[src/rtl/mpsoc_pkg.sv]
package mpsoc_pkg;

  //////////////////////////////////////////////////////////////////////
  // Bus widths
  //////////////////////////////////////////////////////////////////////
  localparam int ADDR_W   = 32;
  localparam int DATA_W   = 32;
  localparam int SEL_W    = 4;

  // Tile field caps the fabric at 256 tiles
  localparam int TILE_W   = 8;
  localparam int OFFSET_W = 22;

  //////////////////////////////////////////////////////////////////////
  // In-tile regions and mailbox map
  //////////////////////////////////////////////////////////////////////
  localparam logic REGION_MEM  = 1'b0;
  localparam logic REGION_MBOX = 1'b1;

  // Word offsets inside the mailbox region
  localparam logic [OFFSET_W-1:0] MBOX_DATA = 22'd0;
  localparam logic [OFFSET_W-1:0] MBOX_IER  = 22'd1;
  localparam logic [OFFSET_W-1:0] MBOX_STAT = 22'd2;

  //////////////////////////////////////////////////////////////////////
  // Host address
  //////////////////////////////////////////////////////////////////////
  // Raw word for tracing, field view for decode
  typedef union packed {
    logic [ADDR_W-1:0] raw;
    struct packed {
      logic [TILE_W-1:0]   tile;
      logic                spare;
      logic                region;
      logic [OFFSET_W-1:0] offset;
    } f;
  } host_addr_u;

endpackage

[src/rtl/mpsoc_dbg_dispatch.sv]
module mpsoc_dbg_dispatch #(
  parameter int NUM_TILES = 4
) (
  input  logic                           wb_clk_i,
  input  logic                           rst_i,
  input  logic                           req_i,
  input  logic                           we_i,
  input  mpsoc_pkg::host_addr_u          addr_i,
  input  logic [mpsoc_pkg::DATA_W-1:0]   wdata_i,
  input  logic [mpsoc_pkg::SEL_W-1:0]    sel_i,
  output logic [NUM_TILES-1:0]           tile_stb_o,
  output logic                           tile_we_o,
  output logic                           tile_region_o,
  output logic [mpsoc_pkg::OFFSET_W-1:0] tile_offset_o,
  output logic [mpsoc_pkg::DATA_W-1:0]   tile_wdata_o,
  output logic [mpsoc_pkg::SEL_W-1:0]    tile_sel_o,
  output logic                           dec_err_o
);
  import mpsoc_pkg::*;

  logic [NUM_TILES-1:0] stb_d;
  logic                 tile_hit;
  host_addr_u           addr_q;

  // One-hot tile select from the tile field
  always_comb begin
    for (int t = 0; t < NUM_TILES; t++) begin
      stb_d[t] = req_i && (int'(addr_i.f.tile) == t);
    end
  end

  // No strobe means the tile number is out of range
  assign tile_hit = |stb_d;

  always_ff @(posedge wb_clk_i) begin
    if (rst_i) begin
      tile_stb_o <= '0;
      dec_err_o  <= 1'b0;
    end else begin
      tile_stb_o <= stb_d;
      dec_err_o  <= req_i && !tile_hit;
    end
  end

  // Request payload, address kept as a raw word
  always_ff @(posedge wb_clk_i) begin
    if (req_i) begin
      addr_q.raw   <= addr_i.raw;
      tile_we_o    <= we_i;
      tile_wdata_o <= wdata_i;
      tile_sel_o   <= sel_i;
    end
  end

  // Shared fields fan out to every tile
  assign tile_region_o = addr_q.f.region;
  assign tile_offset_o = addr_q.f.offset;

endmodule

[config.mk]
export PLATFORM = sky130hd
export DESIGN_NAME = mpsoc_dbg_dispatch
export DESIGN_NICKNAME = d
export VERILOG_FILES = /design/src/rtl/mpsoc_pkg.sv /design/src/rtl/mpsoc_dbg_dispatch.sv
export SDC_FILE = /design/constraint.sdc
export NUM_CORES = 1
export LEC_CHECK = 0
export BUFFER_PORTS_ARGS = -buffer_cell sky130_fd_sc_hd__buf_2
export CAP_MARGIN = 10
export CORE_MARGIN = 5
export CORE_UTILIZATION = 36
export DETAILED_ROUTE_END_ITERATION = 8
export PLACE_DENSITY = 0.74
export SLEW_MARGIN = 20
export SYNTH_ARGS = -nofsm -noshare
export SYNTH_HDL_FRONTEND = slang
export SYNTH_SLANG_ARGS = --single-unit
[constraint.sdc]
create_clock -name wb_clk_i -period 1.3 [get_ports wb_clk_i]
set_clock_uncertainty 0.15 [all_clocks]
set_input_delay 0.195 -clock wb_clk_i [delete_from_list [all_inputs] [get_ports wb_clk_i]]
set_output_delay 0.195 -clock wb_clk_i [all_outputs]
set_load 0.02 [all_outputs]
==> impl_metrics.tcl <==
set metrics [dict create \
    outcome "complete, no violations" \
    synth_area_per_cell_sq_um 26.4 \
    drt_iter0_markers 89 \
    internal-power_w 0.00384 \
    rows 27 \
    htree_levels 3 \
    yosysWarnings 0 \
    cp_slowest_cell "edfxtp_1" \
    peakVddDrop_mv 0.939 \
    die_y_um 84.1 \
    synth.cell_area_sq_um 1980 \
    vias 1579 \
    grt_max_degree 34 \
    ys_seq_area_share_pct 96.2 \
    critical_path_class "reg2out" \
    drtAntennaViolNets 0 \
    fmax_mhz 790 \
    grt_pass1_vias 1844 \
    cp-end-kind "primary output" \
    vias_per_cell 4.31 \
    dp_cells 285 \
    drive_above_1_share_pct 52.0 \
    wl_um 6120 \
    hpwl_um 3710 \
    synthTopCellsByCount "60 x edfxtp_1, 5 x dfxtp_1, 2 x inv_1, 2 x nor4_1" \
    pwr-share-clk_pct 36.2 \
    slew_headroom_pct 82.2 \
    tightest_slew_ns 0.265 \
    cts.clk_slew.worst_paths_ns 0.07 \
    ioPinCount 137 \
    p_sw_w 0.00114 \
    drc 0 \
    power_leakage_nw 1.58 \
    min_period_over_period_pct 97.4 \
    nets 361 \
    ys_async_sr_fraction_pct 0 \
    first_pass_iters 6 \
    startpoint_type "flip-flop" \
    setup_slack_ns 0.0343 \
    pwr-share-seq_pct 50.1 \
    min_period_ns 1.27 \
    synth_edf_count 60 \
    antenna_found_initial 0 \
    grt_pass1_wl_um 9550 \
    cp.arrival_ns 0.92 \
    cp.required_ns 0.95 \
    core_sq_um 5410 \
    overflow 0 \
    crit_family "flip-flops" \
    cp.buffers_inverters 1 \
    die_area_sq_um 7070 \
    synth_cell_types 10 \
    synth_largest_area_cell "edfxtp_1" \
    cap_violations 0 \
    post-cts-setup-buffer-count 0 \
    crit_path_max_incr_delay_ns 0.41 \
    yosysMostFrequentCell "edfxtp_1" \
    power_density_nw_per_um2 1360 \
    stdcell_count 366 \
    portBuffers 135 \
    cts_max_path_buffers 2 \
    ys_ff_latch 65 \
    nFillCells 375 \
    cts_sinks 65 \
    num_antenna_cells 0 \
    gp_congestion 0.670 \
    swShare_pct 22.9 \
    cts_tree "yes" \
    ys.flop_type "edfxtp_1" \
    wl_per_cell_um 16.7 \
    crit_cells 1 \
    die_w_um 84.1 \
    synth.area.top_cells "edfxtp_1 91%, dfxtp_1 5.1%, nor4b_2 0.76%, nor4_1 0.63%, or4_4 0.57%" \
    syn_to_final_growth_pct 85.0 \
    setup_viol 0 \
    cts-root-buf "clkbuf_8" \
    synth_nets 147 \
    synth_cells 75 \
    hold_path_class "in2reg" \
    slew_violations 0 \
    power_w 0.00498 \
    pwr-share-comb_pct 13.7 \
    initial_utilization_pct 36.6 \
    crit_chain "buf_2" \
    grt_use_total_pct 18.2 \
    crit_fanout 1 \
    cts_buffers 9 \
    dp_slack_ns -0.137 \
    finalHoldViolCount 0 \
    hold_depth 3 \
    synth_top_area_share_pct 91.1 \
    finalHoldWorstSlack_ns 0.0266 \
]
worst paths after layout:
kind / start / endpoint / slack, ns
max: tile_wdata_o[19] / tile_wdata_o[19] / 0.03
min: addr_i[31] / tile_stb_o[2] / 0.03
cell families (layout without fill, tap and decap cells):
logic type,Yosys count,in the layout,synth area share [%]
buf+inv,2,221,0.380
simple gates,7,7,2.91
flops,65,65,96.2
compound gates,1,1,0.506
state kept, by name (all words and copies together), names as in the netlist:
register,cells
addr_q,23
dec_err_o,1
tile_sel_o,4
tile_stb_o,4
tile_wdata_o,32
tile_we_o,1
timing repair:
item / in CTS / in global routing
endpoints found under the hold margin: 65 / 0
hold buffers: 65 / 0
gates resized for setup: 0 / 2
endpoints found under the setup margin: 0 / 1
layer usage:
| layer | global-route usage, % | part of all wire [%] | wire (um) | vias up |
|---|---|---|---|---|
| li1 | - | - | - | 731 |
| met1 | 17.8 | 33 | 2050 | 746 |
| met2 | 31.3 | 52 | 3190 | 98 |
| met3 | 11.9 | 14 | 842 | 4 |
| met4 | 5.56 | 0.59 | 36 | 0 |
| met5 | 0 | 0 | 0 | - |
per-stage QoR:
| stage | TNS, ns | util [%] | cell area (sq um) |
|---|---|---|---|
| after floorplan | 0 | - | 1980 |
| after global placement | -0.211 | 51.6 | 2790 |
| after detailed placement | -0.391 | 51.6 | 2790 |
| after CTS | 0 | 67.5 | 3650 |
| after global routing | -0.0253 | 67.7 | 3660 |
| final | 0 | 67.7 | 3660 |
power groups by stage:
| stage | logic, W | registers (W) | clock network [W] |
|---|---|---|---|
| 3_3_place_gp | 0.000517 | 0.00253 | 0 |
| 4_1_cts | 0.000676 | 0.00249 | 0.00184 |
| 2_1_floorplan | 0.00000773 | 0.00274 | 0 |
| 6_report | 0.000684 | 0.00250 | 0.00180 |
| 3_5_place_dp | 0.000523 | 0.00253 | 0 |
| 5_1_grt | 0.000727 | 0.00251 | 0.00196 |
area by class of cell:
class | instances | area, sq um | share of cell area, %
inverters | 2 | 7.51 | 0.205
repair buffers | 203 | 1380 | 37.7
clock buffers | 10 | 128 | 3.49
well taps | 72 | 90.1 | 2.46
clock inverters | 6 | 82.6 | 2.26
flip-flops and latches | 65 | 1900 | 52.0
multi-input cells | 8 | 67.6 | 1.85
layout by cell type, fill, tap and decap left out:
cell / instances
nor4_1: 2
edfxtp_1: 60
o311a_1: 1
nand2_1: 1
clkinv_1: 2
buf_6: 1
or4_4: 1
nor3_1: 1
dlygate4sd3_1: 65
clkbuf_1: 1
inv_1: 2
buf_2: 134
clkbuf_8: 9
buf_4: 1
bufinv_16: 2
clkinvlp_4: 2
dfxtp_1: 5
or4b_1: 1
nor4b_2: 1
buf_12: 2
(Power assumes the default switching activity.)
